--- src/verilog/icache_config.svh ---
/*
 * Geometry, refill bus widths and the uncacheable region of the instruction cache.
 * Include this header in every file that needs one of these constants.
 */
`ifndef ICACHE_CONFIG_SVH
`define ICACHE_CONFIG_SVH

// Cache geometry
`define ICACHE_SETS        16
`define ICACHE_LINE_WIDTH  128

// Refill read channel
`define AXI_DATA_WIDTH     32
`define AXI_ADDR_WIDTH     32
`define AXI_ID_WIDTH       2
`define ICACHE_RD_ID       1
`define LINE_BEATS         (`ICACHE_LINE_WIDTH / `AXI_DATA_WIDTH)

// Fetches with this address bit set bypass the cache
`define NC_ADDR_BIT        31

`endif

--- src/verilog/icache_pkg.sv ---
/*
 * Types shared by the cache core and the bus wrapper.
 * Referenced with scoped names, never imported.
 */
`include "icache_config.svh"

package icache_pkg;

  // Fetch address, seen either as a raw byte address or split for the lookup
  typedef union packed {
    logic [`AXI_ADDR_WIDTH-1:0] raw;
    struct packed {
      logic [`AXI_ADDR_WIDTH - $clog2(`ICACHE_SETS) - $clog2(`LINE_BEATS)
             - $clog2(`AXI_DATA_WIDTH / 8) - 1:0] tag;
      logic [$clog2(`ICACHE_SETS)-1:0]           index;
      logic [$clog2(`LINE_BEATS)-1:0]            word_off;
      logic [$clog2(`AXI_DATA_WIDTH / 8)-1:0]    byte_off;
    } fields;
  } fetch_addr_u;

  // Kind of data returned by the bus wrapper
  typedef enum logic {
    FILL   = 1'b0,
    SINGLE = 1'b1
  } rtrn_type_e;

endpackage

--- src/verilog/icache_core.sv ---
/*
 * Direct-mapped instruction cache with tag, valid and data arrays.
 * Serves one fetch at a time; misses and bypassed fetches go to the memory
 * side as a single request and block until the return arrives.
 */
`timescale 1ns/1ps
`include "icache_config.svh"

module icache_core (
  input  logic                          clk_i,
  input  logic                          rst_ni,
  input  logic                          flush_i,
  input  logic                          en_i,
  input  logic                          fetch_req_i,
  input  icache_pkg::fetch_addr_u       fetch_addr_i,
  output logic                          fetch_ready_o,
  output logic                          fetch_valid_o,
  output logic [31:0]                   fetch_data_o,
  output logic                          miss_o,
  output logic                          busy_o,
  output logic                          mem_req_o,
  output logic [31:0]                   mem_addr_o,
  output logic                          mem_nc_o,
  input  logic                          rtrn_valid_i,
  input  icache_pkg::rtrn_type_e        rtrn_type_i,
  input  logic [`ICACHE_LINE_WIDTH-1:0] rtrn_data_i
);

  localparam int unsigned IdxW = $clog2(`ICACHE_SETS);
  localparam int unsigned OffW = $clog2(`ICACHE_LINE_WIDTH / 8);
  localparam int unsigned TagW = 32 - IdxW - OffW;

  // Controller states
  localparam logic [1:0] StIdle  = 2'd0;
  localparam logic [1:0] StMiss  = 2'd1;
  localparam logic [1:0] StFlush = 2'd2;

  logic [1:0]                    state_d, state_q;
  logic [IdxW-1:0]               flush_cnt_q;
  logic                          flush_pend_q;
  logic [`ICACHE_SETS-1:0]       valid_q;
  logic [TagW-1:0]               tag_q  [`ICACHE_SETS];
  logic [`ICACHE_LINE_WIDTH-1:0] data_q [`ICACHE_SETS];

  icache_pkg::fetch_addr_u       addr_q;
  icache_pkg::fetch_addr_u       req_addr;

  logic                          fetch_accept;
  logic                          fetch_bypass;
  logic                          fetch_hit;
  logic                          fetch_to_mem;
  logic [`ICACHE_LINE_WIDTH-1:0] hit_line;
  logic [31:0]                   hit_word;
  logic [31:0]                   rtrn_word;
  logic                          refill_done;
  logic                          rtrn_fill;

  logic                          fetch_valid_q;
  logic                          miss_q;
  logic                          mem_req_q;
  logic                          mem_nc_q;
  logic [31:0]                   fetch_data_q;
  logic [31:0]                   mem_addr_q;

  // A flush request wins over a fetch in the same cycle
  assign fetch_ready_o = (state_q == StIdle) & ~flush_i;
  assign fetch_accept  = fetch_req_i & fetch_ready_o;

  // Lookup on the incoming address
  assign fetch_bypass = ~en_i | fetch_addr_i.raw[`NC_ADDR_BIT];
  assign fetch_hit    = ~fetch_bypass & valid_q[fetch_addr_i.fields.index] &
                        (tag_q[fetch_addr_i.fields.index] == fetch_addr_i.fields.tag);
  assign fetch_to_mem = fetch_accept & ~fetch_hit;
  assign hit_line     = data_q[fetch_addr_i.fields.index];
  assign hit_word     = hit_line[fetch_addr_i.fields.word_off * 32 +: 32];

  // Returned data, selected with the address of the pending fetch
  assign refill_done = (state_q == StMiss) & rtrn_valid_i;
  assign rtrn_fill   = refill_done & (rtrn_type_i == icache_pkg::FILL);
  assign rtrn_word   = rtrn_data_i[addr_q.fields.word_off * 32 +: 32];

  // Line address for a refill, word address for a bypass
  always_comb begin
    req_addr                 = fetch_addr_i;
    req_addr.fields.byte_off = '0;
    if (!fetch_bypass) begin
      req_addr.fields.word_off = '0;
    end
  end

  always_comb begin
    state_d = state_q;
    case (state_q)
      StIdle: begin
        if (flush_i) begin
          state_d = StFlush;
        end else if (fetch_to_mem) begin
          state_d = StMiss;
        end
      end
      StMiss: begin
        // A flush seen during the miss runs right after the return
        if (rtrn_valid_i) begin
          state_d = (flush_i | flush_pend_q) ? StFlush : StIdle;
        end
      end
      StFlush: begin
        if (flush_cnt_q == IdxW'(`ICACHE_SETS - 1)) begin
          state_d = StIdle;
        end
      end
      default: begin
        state_d = StIdle;
      end
    endcase
  end

  always_ff @(posedge clk_i or negedge rst_ni) begin
    if (!rst_ni) begin
      state_q       <= StIdle;
      flush_cnt_q   <= '0;
      flush_pend_q  <= 1'b0;
      valid_q       <= '0;
      fetch_valid_q <= 1'b0;
      miss_q        <= 1'b0;
      mem_req_q     <= 1'b0;
    end else begin
      state_q       <= state_d;
      fetch_valid_q <= (fetch_accept & fetch_hit) | refill_done;
      miss_q        <= fetch_to_mem & ~fetch_bypass;
      mem_req_q     <= fetch_to_mem;

      if (state_d == StFlush) begin
        flush_pend_q <= 1'b0;
      end else if (flush_i && state_q == StMiss) begin
        flush_pend_q <= 1'b1;
      end

      // One line invalidated per cycle
      if (state_q == StFlush) begin
        flush_cnt_q          <= flush_cnt_q + IdxW'(1);
        valid_q[flush_cnt_q] <= 1'b0;
      end else begin
        flush_cnt_q <= '0;
      end

      if (rtrn_fill) begin
        valid_q[addr_q.fields.index] <= 1'b1;
      end
    end
  end

  // Arrays and request payload
  always_ff @(posedge clk_i) begin
    if (fetch_accept) begin
      addr_q     <= fetch_addr_i;
      mem_addr_q <= req_addr.raw;
      mem_nc_q   <= fetch_bypass;
    end

    if (fetch_accept && fetch_hit) begin
      fetch_data_q <= hit_word;
    end else if (refill_done) begin
      // Uncached words always come back at offset 0
      fetch_data_q <= rtrn_fill ? rtrn_word : rtrn_data_i[31:0];
    end

    if (rtrn_fill) begin
      tag_q[addr_q.fields.index]  <= addr_q.fields.tag;
      data_q[addr_q.fields.index] <= rtrn_data_i;
    end
  end

  assign fetch_valid_o = fetch_valid_q;
  assign fetch_data_o  = fetch_data_q;
  assign miss_o        = miss_q;
  assign busy_o        = (state_q == StFlush);
  assign mem_req_o     = mem_req_q;
  assign mem_addr_o    = mem_addr_q;
  assign mem_nc_o      = mem_nc_q;

endmodule

--- src/verilog/axi_rd_shim.sv ---
/*
 * Read-channel master for the cache refill path.
 * Registers one request, holds the address channel until accepted and
 * forwards the matching read beats until the last one.
 */
`timescale 1ns/1ps
`include "icache_config.svh"

module axi_rd_shim (
  input  logic                       clk_i,
  input  logic                       rst_ni,

  // Request and beat interface towards the wrapper
  input  logic                       rd_req_i,
  output logic                       rd_gnt_o,
  input  logic [`AXI_ADDR_WIDTH-1:0] rd_addr_i,
  input  logic [7:0]                 rd_len_i,
  input  logic [`AXI_ID_WIDTH-1:0]   rd_id_i,
  output logic                       rd_valid_o,
  output logic [`AXI_DATA_WIDTH-1:0] rd_data_o,
  output logic                       rd_last_o,

  // Read address channel
  output logic                       ar_valid_o,
  input  logic                       ar_ready_i,
  output logic [`AXI_ADDR_WIDTH-1:0] ar_addr_o,
  output logic [7:0]                 ar_len_o,
  output logic [`AXI_ID_WIDTH-1:0]   ar_id_o,

  // Read data channel, never stalled
  input  logic                       r_valid_i,
  input  logic [`AXI_DATA_WIDTH-1:0] r_data_i,
  input  logic                       r_last_i,
  input  logic [`AXI_ID_WIDTH-1:0]   r_id_i
);

  logic                       ar_valid_q;
  logic [`AXI_ADDR_WIDTH-1:0] ar_addr_q;
  logic [7:0]                 ar_len_q;
  logic [`AXI_ID_WIDTH-1:0]   ar_id_q;
  logic                       rd_busy_q;

  logic                       ar_hs;
  logic                       launch;
  logic                       outstanding;
  logic                       beat_ok;

  assign ar_hs  = ar_valid_q & ar_ready_i;

  // New request only when the channel is free and nothing is in flight
  assign launch = rd_req_i & ~ar_valid_q & ~rd_busy_q;

  // Beats may arrive as early as the handshake cycle
  assign outstanding = rd_busy_q | ar_hs;
  assign beat_ok     = r_valid_i & outstanding & (r_id_i == ar_id_q);

  always_ff @(posedge clk_i or negedge rst_ni) begin
    if (!rst_ni) begin
      ar_valid_q <= 1'b0;
      rd_busy_q  <= 1'b0;
    end else begin
      if (launch) begin
        ar_valid_q <= 1'b1;
      end else if (ar_hs) begin
        ar_valid_q <= 1'b0;
      end

      if (beat_ok && r_last_i) begin
        rd_busy_q <= 1'b0;
      end else if (ar_hs) begin
        rd_busy_q <= 1'b1;
      end
    end
  end

  // Address payload stays put until the handshake
  always_ff @(posedge clk_i) begin
    if (launch) begin
      ar_addr_q <= rd_addr_i;
      ar_len_q  <= rd_len_i;
      ar_id_q   <= rd_id_i;
    end
  end

  assign rd_gnt_o   = ar_hs;
  assign ar_valid_o = ar_valid_q;
  assign ar_addr_o  = ar_addr_q;
  assign ar_len_o   = ar_len_q;
  assign ar_id_o    = ar_id_q;

  assign rd_valid_o = beat_ok;
  assign rd_data_o  = r_data_i;
  assign rd_last_o  = r_last_i;

endmodule

--- src/verilog/icache_axi_wrapper.sv ---
/*
 * Top level of the instruction cache with its refill read channel.
 * Turns core requests into bursts and assembles returning beats into a line.
 */
`timescale 1ns/1ps
`include "icache_config.svh"

module icache_axi_wrapper (
  input  logic                       clk_i,
  input  logic                       rst_ni,

  // Fetch side
  input  logic                       flush_i,
  input  logic                       en_i,
  input  logic                       fetch_req_i,
  input  icache_pkg::fetch_addr_u    fetch_addr_i,
  output logic                       fetch_ready_o,
  output logic                       fetch_valid_o,
  output logic [31:0]                fetch_data_o,
  output logic                       miss_o,
  output logic                       busy_o,

  // Refill read channel
  output logic                       ar_valid_o,
  input  logic                       ar_ready_i,
  output logic [`AXI_ADDR_WIDTH-1:0] ar_addr_o,
  output logic [7:0]                 ar_len_o,
  output logic [`AXI_ID_WIDTH-1:0]   ar_id_o,
  input  logic                       r_valid_i,
  input  logic [`AXI_DATA_WIDTH-1:0] r_data_i,
  input  logic                       r_last_i,
  input  logic [`AXI_ID_WIDTH-1:0]   r_id_i
);

  logic                          mem_req;
  logic [31:0]                   mem_addr;
  logic                          mem_nc;
  logic                          rtrn_valid;
  icache_pkg::rtrn_type_e        rtrn_type;
  logic [`ICACHE_LINE_WIDTH-1:0] rtrn_data;

  logic                          rd_req;
  logic                          rd_gnt;
  logic [`AXI_ADDR_WIDTH-1:0]    rd_addr;
  logic [7:0]                    rd_len;
  logic [`AXI_ID_WIDTH-1:0]      rd_id;
  logic                          rd_valid;
  logic [`AXI_DATA_WIDTH-1:0]    rd_data;
  logic                          rd_last;

  logic                          req_valid_d, req_valid_q;
  logic [`AXI_ADDR_WIDTH-1:0]    req_addr_d, req_addr_q;
  logic                          req_nc_d, req_nc_q;
  logic                          first_d, first_q;
  logic [`LINE_BEATS-1:0][`AXI_DATA_WIDTH-1:0] rd_shift_d, rd_shift_q;

  // Hold the request until the address channel grants it
  assign req_valid_d = ~rd_gnt & (mem_req | req_valid_q);
  assign req_addr_d  = mem_req ? mem_addr : req_addr_q;
  assign req_nc_d    = mem_req ? mem_nc : req_nc_q;

  assign rd_req  = mem_req | req_valid_q;
  assign rd_addr = req_addr_d;

  // Whole line on a miss, one beat on a bypass
  assign rd_len  = req_nc_d ? 8'd0 : 8'(`LINE_BEATS - 1);
  assign rd_id   = `AXI_ID_WIDTH'(`ICACHE_RD_ID);

  // Line goes back together with the last beat
  assign rtrn_valid = rd_valid & rd_last;
  assign rtrn_data  = rd_shift_d;
  assign rtrn_type  = req_nc_q ? icache_pkg::SINGLE : icache_pkg::FILL;

  icache_core u_core (
    .clk_i         ( clk_i         ),
    .rst_ni        ( rst_ni        ),
    .flush_i       ( flush_i       ),
    .en_i          ( en_i          ),
    .fetch_req_i   ( fetch_req_i   ),
    .fetch_addr_i  ( fetch_addr_i  ),
    .fetch_ready_o ( fetch_ready_o ),
    .fetch_valid_o ( fetch_valid_o ),
    .fetch_data_o  ( fetch_data_o  ),
    .miss_o        ( miss_o        ),
    .busy_o        ( busy_o        ),
    .mem_req_o     ( mem_req       ),
    .mem_addr_o    ( mem_addr      ),
    .mem_nc_o      ( mem_nc        ),
    .rtrn_valid_i  ( rtrn_valid    ),
    .rtrn_type_i   ( rtrn_type     ),
    .rtrn_data_i   ( rtrn_data     )
  );

  axi_rd_shim u_shim (
    .clk_i      ( clk_i      ),
    .rst_ni     ( rst_ni     ),
    .rd_req_i   ( rd_req     ),
    .rd_gnt_o   ( rd_gnt     ),
    .rd_addr_i  ( rd_addr    ),
    .rd_len_i   ( rd_len     ),
    .rd_id_i    ( rd_id      ),
    .rd_valid_o ( rd_valid   ),
    .rd_data_o  ( rd_data    ),
    .rd_last_o  ( rd_last    ),
    .ar_valid_o ( ar_valid_o ),
    .ar_ready_i ( ar_ready_i ),
    .ar_addr_o  ( ar_addr_o  ),
    .ar_len_o   ( ar_len_o   ),
    .ar_id_o    ( ar_id_o    ),
    .r_valid_i  ( r_valid_i  ),
    .r_data_i   ( r_data_i   ),
    .r_last_i   ( r_last_i   ),
    .r_id_i     ( r_id_i     )
  );

  // Beats enter the line from the top and move down one word each
  always_comb begin
    first_d    = first_q;
    rd_shift_d = rd_shift_q;

    if (rd_valid) begin
      first_d    = rd_last;
      rd_shift_d = {rd_data, rd_shift_q[`LINE_BEATS-1:1]};

      // First beat also lands at word 0, which is where a lone beat belongs
      if (first_q) begin
        rd_shift_d[0] = rd_data;
      end
    end
  end

  always_ff @(posedge clk_i or negedge rst_ni) begin
    if (!rst_ni) begin
      req_valid_q <= 1'b0;
      first_q     <= 1'b1;
    end else begin
      req_valid_q <= req_valid_d;
      first_q     <= first_d;
    end
  end

  always_ff @(posedge clk_i) begin
    req_addr_q <= req_addr_d;
    req_nc_q   <= req_nc_d;
    rd_shift_q <= rd_shift_d;
  end

endmodule

--- config.mk ---
export PLATFORM = sky130hd
export DESIGN_NAME = icache_axi_wrapper
export DESIGN_NICKNAME = d
export VERILOG_FILES = /design/src/verilog/icache_pkg.sv /design/src/verilog/icache_core.sv /design/src/verilog/axi_rd_shim.sv /design/src/verilog/icache_axi_wrapper.sv
export VERILOG_INCLUDE_DIRS = /design/src /design/src/verilog
export SDC_FILE = /design/constraint.sdc
export NUM_CORES = 2
export LEC_CHECK = 0
export ABC_AREA = 1
export BUFFER_PORTS_ARGS = -buffer_cell sky130_fd_sc_hd__buf_4
export CAP_MARGIN = 20
export CORE_MARGIN = 2
export CORE_UTILIZATION = 40
export CTS_CLUSTER_SIZE = 30
export DETAILED_ROUTE_END_ITERATION = 10
export PLACE_DENSITY_LB_ADDON = 0.08
export SLEW_MARGIN = 25
export SYNTH_ARGS = -nofsm -noshare
export SYNTH_HDL_FRONTEND = slang
export SYNTH_SLANG_ARGS = --single-unit
--- constraint.sdc ---
create_clock -name clk_i -period 22.9 [get_ports clk_i]
set_input_delay 1.145 -clock clk_i [delete_from_list [all_inputs] [get_ports clk_i]]
set_output_delay 1.145 -clock clk_i [all_outputs]
set_load 0.02 [all_outputs]
---- Word-level counts from Yosys, hierarchy flattened ----
Memories as Yosys holds them, arrays and structs flattened.
Index checks and enable logic that the tools add are counted.
word-level totals
  register bits after elaboration ......... 326
  bits in latches ......................... 0
  bits in writable memories ............... 2432
  memory bits (read-only) ................. 0
  logic and storage cells ................. 114
  memories kept ........................... 2
memories
  name           words  bits a word  rd ports  clocked after memory_dff  wr ports  RTL line           text
  u_core.data_q  16     128          1         0                         1         icache_core.sv:43  logic [`ICACHE_LINE_WIDTH-1:0] data_q [`ICACHE_SETS];
  u_core.tag_q   16     24           1         0                         1         icache_core.sv:42  logic [TagW-1:0] tag_q [`ICACHE_SETS];
cells by class
  $add $sub $neg .......................... 1
  $mul .................................... 0
  divide/modulo/power cells ............... 0
  magnitude comparators ................... 5
  equality and inequality tests ........... 6
  shifts and indexed selects .............. 2
  muxes and demuxes ....................... 32
  bitwise gates (word level) .............. 32
  reduce and logical (&&, ||, !) cells .... 10
operators with widths
  operator                                                                       number
  128-bit by 8-bit indexed part select with 32-bit output                        2
  32-bit two-way mux                                                             5
  128-bit two-way mux                                                            1
  16-bit two-way mux                                                             2
  24-bit equality test                                                           1
  1-bit bitwise AND                                                              16
  16-bit bitwise AND                                                             1
  16-bit NOT                                                                     1
  16-bit OR                                                                      1
  4-bit by 5-bit less-than comparator with 1-bit output (second input constant)  3
  1-bit two-way mux                                                              13
  2-bit two-way mux                                                              6
  1-bit demux with 4-bit select                                                  2
  4-bit by 1-bit >= comparator with 1-bit output (second input constant)         2
  1-bit NOT                                                                      8
  2-bit nonzero test                                                             4
  2-bit one-hot mux with 3 select lines                                          1
  1-bit logical AND                                                              5
  1-bit OR                                                                       5
  4-bit by 1-bit adder with 4-bit output (second input constant)                 1
  1-bit binary-select mux with 4-bit select                                      1
  2-bit by 1-bit equality test with 1-bit output (second input constant)         2
  2-bit equality test (second input constant)                                    2
  4-bit equality test (second input constant)                                    1
  2 further kinds                                                                2

---- Logic depth before layout (Yosys ltp) ----
  word-level depth ........................ 12
  depth in mapped cells ................... 20

---- Modules after synthesis ----
Synthesis repeated with hierarchy kept, for this count alone.
second synthesis, totals
  cell total of the unflattened synthesis .. 9107
  area total of the unflattened synthesis .. 108992.0 um^2
modules (own cells, without submodules)
  module              instances  cells each  area an instance (um^2)
  icache_core         1          8243        101526.1
  icache_axi_wrapper  1          762         5805.6
  axi_rd_shim         1          102         1660.3

---- Least setup slack after synthesis ----
Ideal clock, no wire load.
  path kind ............................... in2reg
  start point ............................. input port r_id_i[1]
  end point ............................... memory u_core.data_q[10][0] (netlist bit), enable pin
  setup time .............................. 666 ps
  arrival time ............................ 8574 ps
  required time ........................... 22234 ps
  setup slack ............................. 13660 ps
  cell stages on the path ................. 9
  cells stage by stage .................... inv_1 and3_1 nand2_1 buf_2 nor2_1 nand2_1 nor2_1 nand3_1 nor2_1
between the ends
  word-level cells in the longest chain between the ends .. 7
ends and longest elaborated chain
  item                                            RTL line                  text
  from (decl)                                     icache_axi_wrapper.sv:32  input logic [`AXI_ID_WIDTH-1:0] r_id_i
  2-bit by 1-bit equality test with 1-bit output  axi_rd_shim.sv:55         assign beat_ok = r_valid_i & outstanding & (r_id_i == ar_id_q);
  1-bit bitwise AND                               axi_rd_shim.sv:55
  1-bit bitwise AND                               icache_axi_wrapper.sv:70  assign rtrn_valid = rd_valid & rd_last;
  1-bit bitwise AND                               icache_core.sv:78         assign refill_done = (state_q == StMiss) & rtrn_valid_i;
  1-bit bitwise AND                               icache_core.sv:79         assign rtrn_fill = refill_done & (rtrn_type_i == icache_pkg::FILL);
  1-bit two-way mux                               icache_core.sv:168        if (rtrn_fill) begin
  1-bit two-way mux (implied by the code)         icache_core.sv:170        data_q[addr_q.fields.index] <= rtrn_data_i;
  to (decl)                                       icache_core.sv:43
No other way between the ends.

---- Worst setup path after layout ----
  start point ............................. input port fetch_addr_i[6] (netlist bit)
  end point ............................... register u_core.fetch_data_q[2], in the netlist u_core.fetch_data_o[2], enable pin
between the ends
  word-level cells in the longest chain between the ends .. 6
  elaborated cells between the ends (all ways) .. 8
  those cells by class .................... eq/ne: 1; mux: 2; bitwise: 2; reduce/logical: 2; memory: 1
ends and longest elaborated chain
  item                                                        RTL line                  text
  from (decl)                                                 icache_axi_wrapper.sv:16  input icache_pkg::fetch_addr_u fetch_addr_i,
  branches (longest 3 deep; another with memory 16 x 24 bit)  n/a
  1-bit bitwise AND (*)                                       icache_core.sv:71         assign fetch_hit = ~fetch_bypass & valid_q[fetch_addr_i.fields.index] &
  1-bit logical AND (*)                                       icache_core.sv:161        if (fetch_accept && fetch_hit) begin
  2-bit nonzero test (no line) (*)                            n/a
  to (signal assigned)                                        icache_core.sv:162        fetch_data_q <= hit_word;
  to (signal assigned)                                        icache_core.sv:165        fetch_data_q <= rtrn_fill ? rtrn_word : rtrn_data_i[31:0];
  to (decl)                                                   icache_core.sv:62         logic [31:0] fetch_data_q;
Mark *: on every way between the ends. The select of a mux whose other input is x is not followed.
A chain may end at the register's enable or synchronous reset.

==> out/metrics.yaml <==
timing:
  timing_max_transition_violations_final: 0
  hold_ws_ns: 0.272
  worst_pin_slew_ns: 1.15
  rsz0062_at_grt: "false"
  fmax_ghz: 0.138
  finalWorstPathRequiredPeriod_ns: 7.27
  worst_slew_margin_rel_pct: 23.5
  setup_tns_ns: 0
  worst_clock_skew_ns: 0.0481
  hold_viol: 0
  setup-violations-final: 0
  period_share_pct: 31.7
synthesis:
  synth_most_common_cell: "sky130_fd_sc_hd__edfxtp_1"
  synth_seq_area_share_pct: 74.2
  netlist_top_cells_count: "2530 x sky130_fd_sc_hd__edfxtp_1, 1564 x sky130_fd_sc_hd__nand2_1, 1141 x sky130_fd_sc_hd__nor2_1"
  synthArstFlopShare_pct: 1.10
  ys_seq_elements: 2721
  synth_edf_count: 2530
  postSynth.topFlopCell: "sky130_fd_sc_hd__edfxtp_1"
  count_of_mapped_cells_out_of_synthesis: 8852
  netlist_area_mm2: 0.108
  netlist.area_leader.share_pct: 70.6
  synth_area_per_cell_um2: 12.2
  synthTopCellsByArea: "sky130_fd_sc_hd__edfxtp_1 71%, sky130_fd_sc_hd__nand2_1 5.5%, sky130_fd_sc_hd__o21ai_0 5.2%"
  area_leader_netlist: "sky130_fd_sc_hd__edfxtp_1"
  yosysWarningCount: 0
  synth_cell_types: 40
status:
  run_status: "completed"
floorplan:
  die_y_um: 523
  core_mm2: 0.268
  die_area_mm2: 0.273
  rows: 190
  initial_utilization_pct: 40.2
  top_level_ports: 153
  die_w_um: 523
clocking:
  tritoncts: "done"
  htree_depth: 5
  post_cts_resize_count: 0
  ctsRootBufferMaster: "sky130_fd_sc_hd__clkbuf_16"
  clkTransAtPathRegs_ns: 0.06
  cts_inserted_buffers: 304
  max-clock-path-buffers: 4
  clock-sinks: 2721
  clock_insertion_delay_worst_skew_ns: 0.87
  post_cts.repair.setup_buffers: 0
  cts_hold_buffers_added: 0
drt:
  routed_wire_length_per_instance_um: 26.2
  met3RoutedLength_mm: 19.5
  wl_met1_mm: 150
  vias_after_detailed_routing: 70100
  drcViolationCount: 0
  avgViaCountPerCell: 5.54
  drtIter0Drc: 7197
  drt_wl_total_mm: 331
  met2RoutedLength_mm: 156
  detailedRoute.firstPassIterationCount: 6
  final_antenna_net_count: 0
  highest_layer: "met5"
critical_path:
  crit_required_ns: 23.35
  reg2reg_setup_slack_ns: 17.34
  cp_data_arrival_time_ns: 7.71
  reg2reg_to: "u_core.data_q[4][64]"
  worstSetupPathType: "in2reg"
  crit_path_max_fanout: 72
  critPathLaunchType: "primary input"
  worst_reg2reg_path_startpoint: "u_shim.ar_valid_o"
  setup.worst_path.end_class: "flop"
  r2r.worst_path.cells: 12
global_route:
  grt_max_degree: 265
  number_of_global_route_vias_before_repair: 67000
  antenna_violations_before_repair: 9
  grt_pass1_wl_mm: 477
  grt_remaining_overflow: 0
  globalRouteTotalUtil_pct: 23.8
placed_design:
  hpwlAfterDp_mm: 152
  finalWeightedCongestion: 0.735
  io_buffer_count: 142
power:
  cellLeakagePower_nw: 41.8
  worst_supply_voltage_drop_on_vdd_mv: 0.0551
  pwr_density_cell_mw_per_mm2: 101
finish:
  syn_to_final_growth_pct: 13.0
  layout-drive-gt1-share_pct: 8.50
  finish.net_count: 8932
hold_path:
  min_path_type: "in2async"
run:
  maxCapViolCount: 0
-- worst max-delay path by stage --
stage,slack [ns],from,cells after the start,end
global route,15.50,fetch_addr_i[6],17,u_core.fetch_data_o[2]
detailed placement,14.77,fetch_addr_i[6],17,u_core.fetch_data_o[19]
finish,15.63,fetch_addr_i[6],17,u_core.fetch_data_o[2]
CTS,15.65,fetch_addr_i[6],17,u_core.fetch_data_o[2]
floorplan,13.66,r_id_i[1],9,u_core.data_q[10][0]
global placement,14.74,fetch_addr_i[6],17,u_core.fetch_data_o[19]
-- kinds of logic after synthesis --
group           after synthesis  share of synthesized area [%]
other cells                   2                        0.00697
mux                           5                         0.0465
fa+ha+maj                     4                         0.0465
simple gates               3475                           13.1
buf+inv                     831                           3.21
compound gates             1814                           9.32
flops                      2721                           74.2
-- cell type report --
class | count | area, um^2
fill | 24300 | 146000
sequential | 2721 | 80000
multi-input combinational | 5306 | 24500
clock buffer | 426 | 8480
tap | 3552 | 4440
timing repair buffer | 301 | 2510
clock inverter | 119 | 987
inverter | 220 | 876
antenna | 5 | 12.5
-- worst max-delay path, stage by stage --
cell	delay (ns)
sky130_fd_sc_hd__buf_8	0.50
sky130_fd_sc_hd__buf_4	0.75
sky130_fd_sc_hd__buf_4	0.76
sky130_fd_sc_hd__buf_4	0.82
sky130_fd_sc_hd__nand3_1	0.17
sky130_fd_sc_hd__nand3_1	0.13
sky130_fd_sc_hd__nand3_1	0.09
sky130_fd_sc_hd__nor2_1	0.20
sky130_fd_sc_hd__nand2_1	0.07
sky130_fd_sc_hd__nor2_1	0.19
sky130_fd_sc_hd__nand2_1	0.12
sky130_fd_sc_hd__nor2_4	0.13
sky130_fd_sc_hd__buf_4	0.83
sky130_fd_sc_hd__nand3_4	0.08
sky130_fd_sc_hd__buf_4	0.46
sky130_fd_sc_hd__nand2_2	0.16
sky130_fd_sc_hd__buf_4	0.80
-- registers in the layout (all words and copies together), names as in the netlist, 2 cells and up --
name and count:
u_core.state_q 2, u_core.addr_q 30, u_core.flush_cnt_q 4, u_core.tag_q 384
u_core.data_q 2048, u_core.mem_addr_o 2, u_core.valid_q 16, rd_shift_q 128
u_core.fetch_data_o 32, req_addr_q 32, u_shim.ar_addr_o 32
-- power breakdown --
group          switching (mW)  internal [mW]
clock                    1.95           2.73
combinational            1.05          0.301
sequential             0.0995           6.14
-- per-layer routing --
layer  vias to the layer above  GRT usage (%)
met3                       389           3.19
met2                      2135           38.9
li1                      31900              -
met5                         -              0
met1                     35700           34.1
met4                         2           4.77
-- metrics by stage --
| stage | instances | utilization (%) | area, um^2 | power (mW) | setup slack, ns |
|---|---|---|---|---|---|
| detailed placement | 12100 | 41.9 | 112000 | 7.68 | 14.77 |
| global placement | 12100 | 41.9 | 112000 | 7.64 | 14.74 |
| floorplan | 8858 | - | 108000 | 7.14 | 13.66 |
| global route | 12600 | 45.4 | 122000 | 12.7 | 15.50 |
| finish | 12700 | 45.4 | 122000 | 12.3 | 15.63 |
| CTS | 12600 | 45.4 | 122000 | 12.4 | 15.65 |
-- cell usage in the layout (no fill, tap or decap), types with 32 or more instances in the layout --
master and n:
sky130_fd_sc_hd__nor2_1 1125, sky130_fd_sc_hd__o21ai_0 1123, sky130_fd_sc_hd__clkinv_2 48, sky130_fd_sc_hd__o211ai_1 62, sky130_fd_sc_hd__inv_1 210, sky130_fd_sc_hd__clkbuf_16 313, sky130_fd_sc_hd__nand4_1 32, sky130_fd_sc_hd__clkinv_1 38
sky130_fd_sc_hd__dfxtp_1 161, sky130_fd_sc_hd__o22ai_1 512, sky130_fd_sc_hd__edfxtp_1 2530, sky130_fd_sc_hd__nand2_1 1562, sky130_fd_sc_hd__clkbuf_1 91, sky130_fd_sc_hd__buf_4 278, sky130_fd_sc_hd__a21oi_1 38, sky130_fd_sc_hd__nand3_1 679
No activity file was read; power rests on OpenSTA's default activity.
